$ cat src/logic/lsu_pkg.sv
package lsu_pkg;

  // ========================================================================
  // Widths and sizes
  // ========================================================================

  // Data and address width
  localparam int XLEN = 32;
  // Operation tag carried through to writeback
  localparam int TAG_W = 4;
  // Immediate, sign-extended before the add
  localparam int IMM_W = 12;
  // One byte enable per byte lane
  localparam int BE_W = XLEN / 8;
  // Word address, byte offset dropped
  localparam int WADDR_W = XLEN - 2;

  // Direct-mapped, one word per line
  localparam int LINE_CNT = 16;
  // Index comes from address bits 5..2
  localparam int IDX_W = 4;
  // Remaining upper address bits
  localparam int CTAG_W = XLEN - IDX_W - 2;

  // ========================================================================
  // Enums
  // ========================================================================

  typedef enum logic [1:0] {
    MEM_LOAD,
    MEM_STORE,
    MEM_CACOP
  } mem_op_e;

  typedef enum logic [1:0] {
    SZ_BYTE,
    SZ_HALF,
    SZ_WORD
  } mem_size_e;

  // Cache controller
  typedef enum logic [2:0] {
    DC_IDLE,
    DC_REFILL_REQ,
    DC_REFILL_WAIT,
    DC_STORE_REQ,
    DC_RESP
  } dc_state_e;

  // ========================================================================
  // Decoded operation, decode to exec
  // ========================================================================

  typedef struct packed {
    mem_op_e              op;
    mem_size_e            size;
    logic                 sgn;
    logic [WADDR_W-1:0]   waddr;
    logic [1:0]           boff;
    logic [BE_W-1:0]      be;
    // Already moved to its byte lanes
    logic [XLEN-1:0]      wdata;
    logic [TAG_W-1:0]     tag;
    logic                 misaligned;
  } mem_req_t;

endpackage
$ cat src/logic/lsu_if.sv
// Decoded request, decode stage to cache
interface lsu_req_if import lsu_pkg::*; ();

  logic     valid;
  logic     ready;
  // Held stable while valid and not ready
  mem_req_t pkt;

  modport src (
    output valid,
    output pkt,
    input  ready
  );

  modport snk (
    input  valid,
    input  pkt,
    output ready
  );

endinterface

// Cache response, cache to result formatting
interface lsu_rsp_if import lsu_pkg::*; ();

  logic             valid;
  logic             ready;
  // Raw word, lane select happens downstream
  logic [XLEN-1:0]  rdata;
  logic [1:0]       boff;
  mem_size_e        size;
  logic             sgn;
  mem_op_e          op;
  logic [TAG_W-1:0] tag;
  logic             excp;

  modport src (
    output valid, rdata, boff, size, sgn, op, tag, excp,
    input  ready
  );

  modport snk (
    input  valid, rdata, boff, size, sgn, op, tag, excp,
    output ready
  );

endinterface

$ cat src/logic/mem_unit.sv
module mem_unit import lsu_pkg::*; (
  input  logic             clk,
  input  logic             rst_n,
  // Operation in
  input  logic             op_valid_i,
  output logic             op_ready_o,
  input  mem_op_e          op_code_i,
  input  mem_size_e        op_size_i,
  input  logic             op_signed_i,
  input  logic [XLEN-1:0]  op_base_i,
  input  logic [IMM_W-1:0] op_imm_i,
  input  logic [XLEN-1:0]  op_wdata_i,
  input  logic [TAG_W-1:0] op_tag_i,
  // Memory port
  output logic             mem_req_valid_o,
  input  logic             mem_req_ready_i,
  output logic             mem_req_we_o,
  output logic [XLEN-1:0]  mem_req_addr_o,
  output logic [XLEN-1:0]  mem_req_wdata_o,
  output logic [BE_W-1:0]  mem_req_be_o,
  input  logic             mem_rsp_valid_i,
  input  logic [XLEN-1:0]  mem_rsp_rdata_i,
  // Writeback
  output logic             wb_valid_o,
  input  logic             wb_ready_i,
  output logic             wb_we_o,
  output logic [XLEN-1:0]  wb_data_o,
  output logic [TAG_W-1:0] wb_tag_o,
  output logic             wb_excp_o
);

  // Stage links
  lsu_req_if req_bus ();
  lsu_rsp_if rsp_bus ();

  // ========================================================================
  // Decode, execute, result
  // ========================================================================

  mem_decode u_decode (
    .clk         (clk),
    .rst_n       (rst_n),
    .op_valid_i  (op_valid_i),
    .op_code_i   (op_code_i),
    .op_size_i   (op_size_i),
    .op_signed_i (op_signed_i),
    .op_base_i   (op_base_i),
    .op_imm_i    (op_imm_i),
    .op_wdata_i  (op_wdata_i),
    .op_tag_i    (op_tag_i),
    .op_ready_o  (op_ready_o),
    .req         (req_bus.src)
  );

  dcache_exec u_dcache (
    .clk             (clk),
    .rst_n           (rst_n),
    .req             (req_bus.snk),
    .rsp             (rsp_bus.src),
    .mem_req_valid_o (mem_req_valid_o),
    .mem_req_ready_i (mem_req_ready_i),
    .mem_req_we_o    (mem_req_we_o),
    .mem_req_addr_o  (mem_req_addr_o),
    .mem_req_wdata_o (mem_req_wdata_o),
    .mem_req_be_o    (mem_req_be_o),
    .mem_rsp_valid_i (mem_rsp_valid_i),
    .mem_rsp_rdata_i (mem_rsp_rdata_i)
  );

  mem_result u_result (
    .rsp        (rsp_bus.snk),
    .wb_ready_i (wb_ready_i),
    .wb_valid_o (wb_valid_o),
    .wb_we_o    (wb_we_o),
    .wb_data_o  (wb_data_o),
    .wb_tag_o   (wb_tag_o),
    .wb_excp_o  (wb_excp_o)
  );

endmodule

$ cat src/logic/mem_result.sv
module mem_result import lsu_pkg::*; (
  lsu_rsp_if.snk           rsp,
  input  logic             wb_ready_i,
  output logic             wb_valid_o,
  output logic             wb_we_o,
  output logic [XLEN-1:0]  wb_data_o,
  output logic [TAG_W-1:0] wb_tag_o,
  output logic             wb_excp_o
);

  logic            load_ok;
  logic [7:0]      byte_sel;
  logic [15:0]     half_sel;
  logic [XLEN-1:0] ext_data;

  // ========================================================================
  // Handshake, straight through
  // ========================================================================

  assign rsp.ready  = wb_ready_i;
  assign wb_valid_o = rsp.valid;

  // Only a clean load writes a register
  assign load_ok = (rsp.op == MEM_LOAD) & ~rsp.excp;

  // ========================================================================
  // Lane select and extension
  // ========================================================================

  // Addressed byte
  assign byte_sel = rsp.rdata[{rsp.boff, 3'b000} +: 8];
  // Half is aligned, so only offset bit 1 matters
  assign half_sel = rsp.rdata[{rsp.boff[1], 4'b0000} +: 16];

  always_comb begin
    case (rsp.size)
      SZ_BYTE: begin
        if (rsp.sgn) begin
          ext_data = {{(XLEN-8){byte_sel[7]}}, byte_sel};
        end else begin
          ext_data = {{(XLEN-8){1'b0}}, byte_sel};
        end
      end
      SZ_HALF: begin
        if (rsp.sgn) begin
          ext_data = {{(XLEN-16){half_sel[15]}}, half_sel};
        end else begin
          ext_data = {{(XLEN-16){1'b0}}, half_sel};
        end
      end
      // Full word, nothing to extend
      default: ext_data = rsp.rdata;
    endcase
  end

  // ========================================================================
  // Writeback record
  // ========================================================================

  assign wb_we_o   = load_ok;
  // Stores, cacops and faults carry zero
  assign wb_data_o = load_ok ? ext_data : '0;
  assign wb_tag_o  = rsp.tag;
  assign wb_excp_o = rsp.excp;

endmodule

$ cat src/logic/dcache_exec.sv
module dcache_exec import lsu_pkg::*; (
  input  logic             clk,
  input  logic             rst_n,
  lsu_req_if.snk           req,
  lsu_rsp_if.src           rsp,
  output logic             mem_req_valid_o,
  input  logic             mem_req_ready_i,
  output logic             mem_req_we_o,
  output logic [XLEN-1:0]  mem_req_addr_o,
  output logic [XLEN-1:0]  mem_req_wdata_o,
  output logic [BE_W-1:0]  mem_req_be_o,
  input  logic             mem_rsp_valid_i,
  input  logic [XLEN-1:0]  mem_rsp_rdata_i
);

  // Line storage
  logic [LINE_CNT-1:0] valid_q;
  logic [CTAG_W-1:0]   tag_q  [LINE_CNT];
  logic [XLEN-1:0]     data_q [LINE_CNT];

  dc_state_e         state_q;
  dc_state_e         state_d;
  dc_state_e         entry_state;
  mem_req_t          cur_q;
  logic [XLEN-1:0]   rdata_q;

  logic              accept;
  logic [IDX_W-1:0]  in_idx;
  logic [CTAG_W-1:0] in_ctag;
  logic              in_hit;
  logic [IDX_W-1:0]  cur_idx;
  logic [CTAG_W-1:0] cur_ctag;

  // ========================================================================
  // Lookup of the incoming request
  // ========================================================================

  assign in_idx  = req.pkt.waddr[IDX_W-1:0];
  assign in_ctag = req.pkt.waddr[WADDR_W-1:IDX_W];
  assign in_hit  = valid_q[in_idx] & (tag_q[in_idx] == in_ctag);

  // Request currently owned by the FSM
  assign cur_idx  = cur_q.waddr[IDX_W-1:0];
  assign cur_ctag = cur_q.waddr[WADDR_W-1:IDX_W];

  // New request only when idle or the response leaves now
  assign req.ready = (state_q == DC_IDLE) | ((state_q == DC_RESP) & rsp.ready);
  assign accept    = req.valid & req.ready;

  // Where a freshly accepted op goes
  always_comb begin
    entry_state = DC_RESP;
    if (!req.pkt.misaligned) begin
      case (req.pkt.op)
        MEM_LOAD:  entry_state = in_hit ? DC_RESP : DC_REFILL_REQ;
        MEM_STORE: entry_state = DC_STORE_REQ;
        // Cacop is done at acceptance
        default:   entry_state = DC_RESP;
      endcase
    end
  end

  // ========================================================================
  // Controller FSM
  // ========================================================================

  always_comb begin
    state_d = state_q;
    case (state_q)
      DC_IDLE: begin
        if (req.valid) state_d = entry_state;
      end
      DC_REFILL_REQ: begin
        if (mem_req_ready_i) state_d = DC_REFILL_WAIT;
      end
      DC_REFILL_WAIT: begin
        if (mem_rsp_valid_i) state_d = DC_RESP;
      end
      DC_STORE_REQ: begin
        // Write is done once accepted
        if (mem_req_ready_i) state_d = DC_RESP;
      end
      DC_RESP: begin
        if (rsp.ready) state_d = req.valid ? entry_state : DC_IDLE;
      end
      default: state_d = DC_IDLE;
    endcase
  end

  always_ff @(posedge clk or negedge rst_n) begin
    if (!rst_n) begin
      state_q <= DC_IDLE;
      valid_q <= '0;
    end else begin
      state_q <= state_d;
      // Cacop drops its line
      if (accept && req.pkt.op == MEM_CACOP && !req.pkt.misaligned) begin
        valid_q[in_idx] <= 1'b0;
      end
      if (state_q == DC_REFILL_WAIT && mem_rsp_valid_i) begin
        valid_q[cur_idx] <= 1'b1;
      end
    end
  end

  // ========================================================================
  // Payload, tags and data
  // ========================================================================

  always_ff @(posedge clk) begin
    if (accept) begin
      cur_q <= req.pkt;
      // Hit data captured with the request
      if (req.pkt.op == MEM_LOAD) begin
        rdata_q <= data_q[in_idx];
      end
      // Store hit merges its lanes, a miss allocates nothing
      if (req.pkt.op == MEM_STORE && !req.pkt.misaligned && in_hit) begin
        for (int b = 0; b < BE_W; b++) begin
          if (req.pkt.be[b]) begin
            data_q[in_idx][8*b +: 8] <= req.pkt.wdata[8*b +: 8];
          end
        end
      end
    end
    // Refill of the whole line
    if (state_q == DC_REFILL_WAIT && mem_rsp_valid_i) begin
      tag_q[cur_idx]  <= cur_ctag;
      data_q[cur_idx] <= mem_rsp_rdata_i;
      rdata_q         <= mem_rsp_rdata_i;
    end
  end

  // ========================================================================
  // Memory port
  // ========================================================================

  assign mem_req_valid_o = (state_q == DC_REFILL_REQ) | (state_q == DC_STORE_REQ);
  assign mem_req_we_o    = state_q == DC_STORE_REQ;
  assign mem_req_addr_o  = {cur_q.waddr, 2'b00};
  assign mem_req_wdata_o = cur_q.wdata;
  // Reads fetch the full word
  assign mem_req_be_o    = (state_q == DC_STORE_REQ) ? cur_q.be : '1;

  // Response toward result stage
  assign rsp.valid = state_q == DC_RESP;
  assign rsp.rdata = rdata_q;
  assign rsp.boff  = cur_q.boff;
  assign rsp.size  = cur_q.size;
  assign rsp.sgn   = cur_q.sgn;
  assign rsp.op    = cur_q.op;
  assign rsp.tag   = cur_q.tag;
  assign rsp.excp  = cur_q.misaligned;

endmodule

$ cat src/logic/mem_decode.sv
module mem_decode import lsu_pkg::*; (
  input  logic             clk,
  input  logic             rst_n,
  input  logic             op_valid_i,
  input  mem_op_e          op_code_i,
  input  mem_size_e        op_size_i,
  input  logic             op_signed_i,
  input  logic [XLEN-1:0]  op_base_i,
  input  logic [IMM_W-1:0] op_imm_i,
  input  logic [XLEN-1:0]  op_wdata_i,
  input  logic [TAG_W-1:0] op_tag_i,
  output logic             op_ready_o,
  lsu_req_if.src           req
);

  logic            live_q;
  logic            valid_q;
  logic            accept;
  logic [XLEN-1:0] ea;
  logic            misaligned;
  logic [BE_W-1:0] be_base;
  logic [XLEN-1:0] wdata_masked;
  mem_req_t        pkt_d;
  mem_req_t        pkt_q;

  // ========================================================================
  // Handshake
  // ========================================================================

  // Free when empty or when exec drains the entry this cycle
  assign op_ready_o = live_q & (~valid_q | req.ready);
  assign accept     = op_valid_i & op_ready_o;

  // ========================================================================
  // Address and lane generation
  // ========================================================================

  // Base plus sign-extended immediate
  assign ea = op_base_i + {{(XLEN-IMM_W){op_imm_i[IMM_W-1]}}, op_imm_i};

  always_comb begin
    misaligned   = 1'b0;
    be_base      = '1;
    wdata_masked = op_wdata_i;
    case (op_size_i)
      SZ_BYTE: begin
        be_base      = 4'b0001;
        wdata_masked = {24'd0, op_wdata_i[7:0]};
      end
      SZ_HALF: begin
        // Odd address
        misaligned   = ea[0];
        be_base      = 4'b0011;
        wdata_masked = {16'd0, op_wdata_i[15:0]};
      end
      default: begin
        // Not on a 4-byte boundary
        misaligned   = |ea[1:0];
      end
    endcase
  end

  // Fields of the decoded op
  always_comb begin
    pkt_d.op         = op_code_i;
    pkt_d.size       = op_size_i;
    pkt_d.sgn        = op_signed_i;
    pkt_d.waddr      = ea[XLEN-1:2];
    pkt_d.boff       = ea[1:0];
    // No lanes enabled for a faulting access
    pkt_d.be         = misaligned ? '0 : be_base << ea[1:0];
    pkt_d.wdata      = wdata_masked << {ea[1:0], 3'b000};
    pkt_d.tag        = op_tag_i;
    pkt_d.misaligned = misaligned;
  end

  // ========================================================================
  // Stage register
  // ========================================================================

  // Ready held off for the first cycle out of reset
  always_ff @(posedge clk or negedge rst_n) begin
    if (!rst_n) begin
      live_q  <= 1'b0;
      valid_q <= 1'b0;
    end else begin
      live_q <= 1'b1;
      if (accept) begin
        valid_q <= 1'b1;
      end else if (req.ready) begin
        valid_q <= 1'b0;
      end
    end
  end

  // Payload only
  always_ff @(posedge clk) begin
    if (accept) begin
      pkt_q <= pkt_d;
    end
  end

  assign req.valid = valid_q;
  assign req.pkt   = pkt_q;

endmodule

$ cat config.mk
export PLATFORM = sky130hd
export DESIGN_NAME = mem_unit
export DESIGN_NICKNAME = d
export VERILOG_FILES = /design/src/logic/lsu_pkg.sv /design/src/logic/lsu_if.sv /design/src/logic/mem_unit.sv /design/src/logic/mem_result.sv /design/src/logic/dcache_exec.sv /design/src/logic/mem_decode.sv
export SDC_FILE = /design/constraint.sdc
export NUM_CORES = 1
export LEC_CHECK = 0
export BUFFER_PORTS_ARGS = -buffer_cell sky130_fd_sc_hd__buf_2
export CAP_MARGIN = 20
export CORE_ASPECT_RATIO = 2
export CORE_MARGIN = 2
export CORE_UTILIZATION = 61
export CTS_BUF_LIST = sky130_fd_sc_hd__clkbuf_16
export CTS_CLUSTER_DIAMETER = 30
export DETAILED_ROUTE_END_ITERATION = 10
export PLACE_DENSITY = 0.79
export SLEW_MARGIN = 20
export SYNTH_ARGS = -nofsm -noshare
export SYNTH_HDL_FRONTEND = slang
export SYNTH_SLANG_ARGS = --single-unit
$ cat constraint.sdc
create_clock -name clk -period 8.5 [get_ports clk]
set_input_delay 0.85 -clock clk [delete_from_list [all_inputs] [get_ports clk]]
set_output_delay 0.85 -clock clk [all_outputs]
set_load 0.03 [all_outputs]
==> results of run 1 <==
-- kinds of logic after synthesis --
kind of cell	after synthesis	synth area share, %
simple gates	501	4.66
compound gates	264	3.66
xor+xnor	58	1.09
fa+ha+maj	32	0.872
flops	1141	72.9
other cells	2	0.0160
mux	336	14.1
buf+inv	233	2.69
-- routing by layer --
layer / GRT usage (%) / part of all wire (%)
met5: 0 / 0.060
met4: 27.3 / 9.7
met3: 7.15 / 9.0
met2: 56.3 / 51
met1: 35.5 / 30
-- registers in the layout (all words and copies together), names as in the netlist, named ones only --
| name | count |
|---|---|
| u_dcache.rsp.tag | 4 |
| u_decode.live_q | 1 |
| u_dcache.mem_req_addr_o | 30 |
| u_dcache.cur_q | 4 |
| u_dcache.tag_q | 416 |
| u_dcache.mem_req_wdata_o | 32 |
| u_dcache.rsp.rdata | 32 |
| u_dcache.state_q | 3 |
| u_dcache.rsp.excp | 1 |
| u_dcache.valid_q | 16 |
| u_decode.req.pkt | 78 |
| u_dcache.rsp.boff | 2 |
| u_dcache.rsp.op | 2 |
| u_dcache.rsp.size | 2 |
| u_dcache.data_q | 512 |
| u_dcache.rsp.sgn | 1 |
| u_decode.req.valid | 1 |
-- Yosys cell counts, types with 8 or more instances --
cell type  instances
edfxtp_1        1116
mux4_2           258
nand2_1          253
nor2_1           135
o21ai_0           74
buf_4             73
mux2i_1           68
clkbuf_1          61
a21oi_1           57
inv_1             46
xnor2_1           39
ha_1              31
buf_2             28
dfrtp_1           21
nand3_1           19
o22ai_1           19
xor2_1            19
nor3_1            16
a31oi_1           14
and2_1            13
buf_1             13
a21o_1            11
nand2b_1          11
buf_6             10
mux2_2            10
a22oi_1            9
nand3b_1           9
or2_2              9
a221oi_1           8
a32oi_1            8
-- path summary, 6_finish.rpt --
kind,startpoint,endpoint,slack [ns],cells past startpoint
worst max-delay path,flop,u_dcache.data_q[0][7]$_DFFE_PP_,2.70,10
worst min register to register,u_decode.req.pkt[4]$_DFFE_PP_,u_dcache.rsp.tag[3]$_DFFE_PP_,0.39,0
min in group clk,op_code_i[1],u_decode.req.pkt[77]$_DFFE_PP_,0.30,1
max in group asynchronous,rst_n,u_dcache.valid_q[14]$_DFF_PN0_,7.95,1
worst min-delay path,rst_n,u_dcache.state_q[1]$_DFFE_PN0P_,0.11,1
worst max register to register,flop,u_dcache.data_q[0][7]$_DFFE_PP_,2.70,10
-- worst max-delay path, delay by kind of cell, from the launching register on --
kind / cells / cell delay [ns]
simple gates: 5 / 2.47
flops: 1 / 0.89
buf+inv: 1 / 0.59
mux: 1 / 0.58
compound gates: 2 / 0.51
xor+xnor: 1 / 0.19
-- layout make-up --
class / instances / area, um^2
Clock buffer: 116 / 2900
Sequential cell: 1141 / 34100
Fill cell: 4575 / 23300
Clock inverter: 101 / 1160
Inverter: 48 / 183
Multi-Input combinational cell: 1194 / 11600
Antenna cell: 1 / 2.50
Timing Repair Buffer: 263 / 1450
Tap cell: 1015 / 1270
-- power groups by stage --
stage	clock, mW	sequential, mW	combinational (mW)
after floorplan	0	7.02	1.82
after global placement	0	7.24	2.39
after detailed placement	0	7.27	2.44
after CTS	5.34	7.16	2.47
after global routing	5.54	7.18	2.62
final	5.30	7.16	2.50
-- stage by stage --
| step | util [%] | total power, mW |
|---|---|---|
| 3_5_place_dp | 63.9 | 9.71 |
| 4_1_cts | 69.3 | 15.0 |
| 6_report | 69.3 | 15.0 |
| 5_1_grt | 69.3 | 15.3 |
| 3_3_place_gp | 63.9 | 9.62 |
| 2_1_floorplan | - | 8.85 |
==> impl_metrics.env, run 1 <==
export IMPL_outcome="finished, final reports clean"
export IMPL_hold_path_class="in -> async"
export IMPL_async_flop_share_pct=1.84
export IMPL_path_max_fanout=121
export IMPL_h_tree_depth=3
export IMPL_cts_repair_resized=0
export IMPL_io_pins=233
export IMPL_max_stage_delay_ns=0.89
export IMPL_synthFlopType="edfxtp_1"
export IMPL_yosysWarnings=0
export IMPL_place_area_um2=48600
export IMPL_post_route_min_period_ns=5.80
export IMPL_synthTopCellsByArea="edfxtp_1 (72%), mux4_2 (12%), nand2_1 (2.0%), mux2i_1 (1.5%), buf_4 (1.2%)"
export IMPL_seq_power_share_pct=47.8
export IMPL_final_cell_mix="edfxtp_1 (1116), mux4_2 (258), nand2_1 (253)"
export IMPL_grt_pass1_vias=26500
export IMPL_vias=26000
export IMPL_rsz0062_at_grt="no"
export IMPL_numCtsBuffers=115
export IMPL_drc=0
export IMPL_max_slew_margin_rel_pct=29.0
export IMPL_hold_viol_final=0
export IMPL_grt_overflow=0
export IMPL_clock_root_buffer="clkbuf_16"
export IMPL_die_x_um=200
export IMPL_cts_tree="yes"
export IMPL_track_usage_pct=33.3
export IMPL_crit_type="reg -> reg"
export IMPL_grt_antenna_before_repair=8
export IMPL_swShare_pct=29.2
export IMPL_clkTransAtPathRegs_ns=0.07
export IMPL_gp_congestion=0.961
export IMPL_ant_nets=0
export IMPL_yosysTopAreaCell="edfxtp_1"
export IMPL_p_per_area_nw_per_um2=284
export IMPL_clk_path_buf_depth=3
export IMPL_hold_buffers=0
export IMPL_dr_pass1_iters=5
export IMPL_drt_iter0_drc=3145
export IMPL_peakVddDrop_v=0.000240
export IMPL_die_y_um=396
export IMPL_min_period_over_period_pct=68.2
export IMPL_placed_cells_incl_taps=3660
export IMPL_row_count=143
export IMPL_required_ns=8.87
export IMPL_start_util_pct=61.5
export IMPL_synth_ff_latch_count=1141
export IMPL_syn_avg_cell_area_um2=18.2
export IMPL_tns_ns=0
export IMPL_grt_max_degree=122
export IMPL_final_common_cell="edfxtp_1"
export IMPL_synth_edff_count=1116
export IMPL_post_drt_wl_per_cell_um=33.1
export IMPL_p_int_mw=10.6
export IMPL_synthDistinctLibCells=71
export IMPL_design_core_area_um2=76000
export IMPL_crit_chain="buf_12, mux4_2, nor3_1, a211oi_1, xor2_1, nor4b_1, nand3_1, nor4_4, a21oi_2, nor2_1"
export IMPL_critPathLaunchType="flop"
export IMPL_nets=2918
export IMPL_setup_viol=0
export IMPL_combPwrFrac_pct=16.7
export IMPL_cts_sinks=1141
export IMPL_cap_violations=0
export IMPL_drive_above_1_share_pct=27.5
export IMPL_die_area_um2=79100
export IMPL_fin_skew_ns=0.0544
export IMPL_pre_cts_slack_ns=2.83
export IMPL_synth_area_um2=46800
export IMPL_ys_seq_area_share_pct=72.9
export IMPL_final_max_slew_viol_count=0
export IMPL_grt_pass1_wl_um=182000
export IMPL_synth_top_cell_area_share_pct=71.6
export IMPL_clk_latency_ns=0.75
export IMPL_hold_ws_ns=0.112
export IMPL_stdcell_area_um2=52700
export IMPL_setup_slack_ns=2.70
export IMPL_routed_wirelength_um=129000
export IMPL_p_clk_share_pct=35.4
export IMPL_port_buffers=230
export IMPL_viasPerCell=6.69
export IMPL_post_cts_buffers=0
export IMPL_netlist_instances=2567
export IMPL_worstMarginPinSlew_ns=1.06
export IMPL_layoutNonFillerInstCount=3879
export IMPL_slowest_stage="dfxtp_4"
export IMPL_crit_arrival_ns=6.17
export IMPL_hpwlAfterDp_um=84200
export IMPL_p_leak_nw=17.9
export IMPL_critPathCaptureType="flop"
export IMPL_fmax_mhz=172
export IMPL_syn2layout_area_growth_pct=12.6
export IMPL_p_switching_mw=4.36
(Power assumes the default switching activity.)
==> run 2: changes to the inputs <==
==> constraint.sdc (replaced) <==
create_clock -name clk -period 6 [get_ports clk]
set_input_delay 0.6 -clock clk [delete_from_list [all_inputs] [get_ports clk]]
set_output_delay 0.6 -clock clk [all_outputs]
set_load 0.03 [all_outputs]
==> impl_metrics.env, run 2 (synthesis results as in run 1) <==
export IMPL_outcome="finished, final reports clean"
export IMPL_grt_pass1_vias=26700
export IMPL_p_leak_nw=17.9
export IMPL_grt_max_degree=81
export IMPL_start_util_pct=61.5
export IMPL_fmax_mhz=194
export IMPL_post_route_min_period_ns=5.15
export IMPL_grt_antenna_before_repair=11
export IMPL_p_per_area_nw_per_um2=401
export IMPL_final_cell_mix="edfxtp_1 (1116), mux4_2 (258), nand2_1 (253)"
export IMPL_gp_congestion=0.966
export IMPL_post_drt_wl_per_cell_um=33.5
export IMPL_min_period_over_period_pct=85.9
export IMPL_dr_pass1_iters=8
export IMPL_final_max_slew_viol_count=0
export IMPL_worstHoldStart="op_tag_i[1]"
export IMPL_nets=2927
export IMPL_worstMarginPinSlew_ns=1.17
export IMPL_cts_sinks=1141
export IMPL_cts_repair_resized=0
export IMPL_grt_overflow=0
export IMPL_reg2reg_slack_ns=0.85
export IMPL_ff2ff_path_depth=10
export IMPL_grt_pass1_wl_um=185000
export IMPL_p_clk_share_pct=35.3
export IMPL_cap_violations=0
export IMPL_clkTransAtPathRegs_ns=0.06
export IMPL_critPathCaptureType="flop"
export IMPL_die_y_um=396
export IMPL_viasPerCell=6.73
export IMPL_crit_type="reg -> reg"
export IMPL_port_buffers=230
export IMPL_required_ns=6.34
export IMPL_combPwrFrac_pct=16.9
export IMPL_numCtsBuffers=113
export IMPL_layoutNonFillerInstCount=3894
export IMPL_cts_tree="yes"
export IMPL_track_usage_pct=34.0
export IMPL_syn2layout_area_growth_pct=12.7
export IMPL_max_slew_margin_rel_pct=21.5
export IMPL_crit_buf_inv=1
export IMPL_p_switching_mw=6.18
export IMPL_die_area_um2=79100
export IMPL_whs_endpoint="u_decode.req.pkt[2]$_DFFE_PP_"
export IMPL_setup_viol=0
export IMPL_clock_root_buffer="clkbuf_16"
export IMPL_swShare_pct=29.2
export IMPL_hold_viol_final=0
export IMPL_rsz0062_at_grt="no"
export IMPL_place_area_um2=48700
export IMPL_crit_chain="buf_4, mux4_2, mux2i_1, xnor2_1, or3_1, a22oi_1, nand3_1, nor4_4, a21oi_2, nor2_1"
export IMPL_slowest_stage="buf_4"
export IMPL_clk_path_buf_depth=3
export IMPL_fin_skew_ns=0.0347
export IMPL_placed_cells_incl_taps=3671
export IMPL_cp_top_family="simple AND/OR/NAND/NOR gates"
export IMPL_tns_ns=0
export IMPL_row_count=143
export IMPL_design_core_area_um2=76000
export IMPL_reg2reg_to="u_dcache.data_q[5][18]$_DFFE_PP_"
export IMPL_fillers=4475
export IMPL_drc=0
export IMPL_peakVddDrop_v=0.000457
export IMPL_ant_nets=0
export IMPL_clk_latency_ns=0.73
export IMPL_io_pins=233
export IMPL_p_int_mw=15.0
export IMPL_max_stage_delay_ns=0.73
export IMPL_die_x_um=200
export IMPL_crit_arrival_ns=5.49
export IMPL_final_common_cell="edfxtp_1"
export IMPL_hold_path_class="in -> reg"
export IMPL_drive_above_1_share_pct=27.7
export IMPL_seq_power_share_pct=47.8
export IMPL_critPathLaunchType="flop"
export IMPL_hold_depth=1
export IMPL_vias=26200
export IMPL_routed_wirelength_um=131000
export IMPL_path_max_fanout=39
export IMPL_hpwlAfterDp_um=87100
export IMPL_stdcell_area_um2=52800
export IMPL_largest_reg_flops=512
export IMPL_regMostFlops="u_dcache.data_q"
export IMPL_drt_iter0_drc=3225
export IMPL_h_tree_depth=3
## run 2: cell types whose count changed in the layout (fill, tap and decap cells not counted), moves of 2 or more
cell,change
buf_4,+10
clkbuf_16,-2
inv_6,-4
clkinv_2,+5
inv_1,-3
diode_2,+8
## run 2: layer usage
metal / track usage [%] / routed length, um / vias to the layer above
met3: 7.87 / 12500 / 500
met4: 27.4 / 13000 / 8
met2: 57.9 / 67200 / 1966
met1: 35.6 / 37900 / 13200
met5: 0 / 46 / -
li1: - / - / 10600
## run 2: worst max path at each step
stage | startpoint | end | slack [ns] | depth (start not counted)
floorplan | wb_ready_i | u_dcache.data_q[10][24]$_DFFE_PP_ | 1.62 | 8
global placement | flop | u_dcache.data_q[0][25]$_DFFE_PP_ | 1.09 | 10
detailed placement | flop | u_dcache.data_q[0][30]$_DFFE_PP_ | 0.98 | 10
CTS | flop | u_dcache.data_q[11][22]$_DFFE_PP_ | 0.84 | 10
global route | flop | u_dcache.data_q[5][19]$_DFFE_PP_ | 0.57 | 10
finish | flop | u_dcache.data_q[5][18]$_DFFE_PP_ | 0.85 | 10
## run 2: power groups by stage
stage          Sequential (mW)  Combinational [mW]  Clock (mW)
4_1_cts                   10.1                3.55        7.50
5_1_grt                   10.2                3.77        7.78
2_1_floorplan             9.95                2.58           0
3_5_place_dp              10.3                3.51           0
3_3_place_gp              10.2                3.42           0
6_report                  10.1                3.59        7.47
## run 2: what timing repair did
item | in CTS | in global routing
hold endpoints to repair | 21 | 0
buffers inserted | 0 | 0
hold buffers | 1 | 0
## run 2: stage by stage
stage / utilization (%) / hold slack (ns) / worst slack, ns / power, mW
after floorplan: - / 0.304 / 1.62 / 12.5
after global placement: 64.0 / 0.402 / 1.09 / 13.6
after detailed placement: 64.1 / 0.405 / 0.985 / 13.8
after CTS: 69.3 / 0.0207 / 0.844 / 21.2
after global routing: 69.4 / 0.0451 / 0.571 / 21.7
final: 69.4 / 0.0731 / 0.845 / 21.2
## run 2: worst register-to-register path: stages (launching register included)
cell and delay, ns:
dfxtp_4 0.65, buf_4 0.73, mux4_2 0.64, mux2i_1 0.21, xnor2_1 0.08, or3_1 0.38
a22oi_1 0.28, nand3_1 0.18, nor4_4 0.52, a21oi_2 0.42, nor2_1 0.69
## run 2: layout make-up
type                    instances  area (um^2)  area share [%]
diodes                          9         22.5          0.0427
clock buffers                 114         2850            5.41
clock inverters                99         1160            2.20
inverters                      48          183           0.346
multi-input cells            1194        11600            22.0
flip-flops and latches       1141        34100            64.7
well taps                    1015         1270            2.41
repair buffers                274         1540            2.92
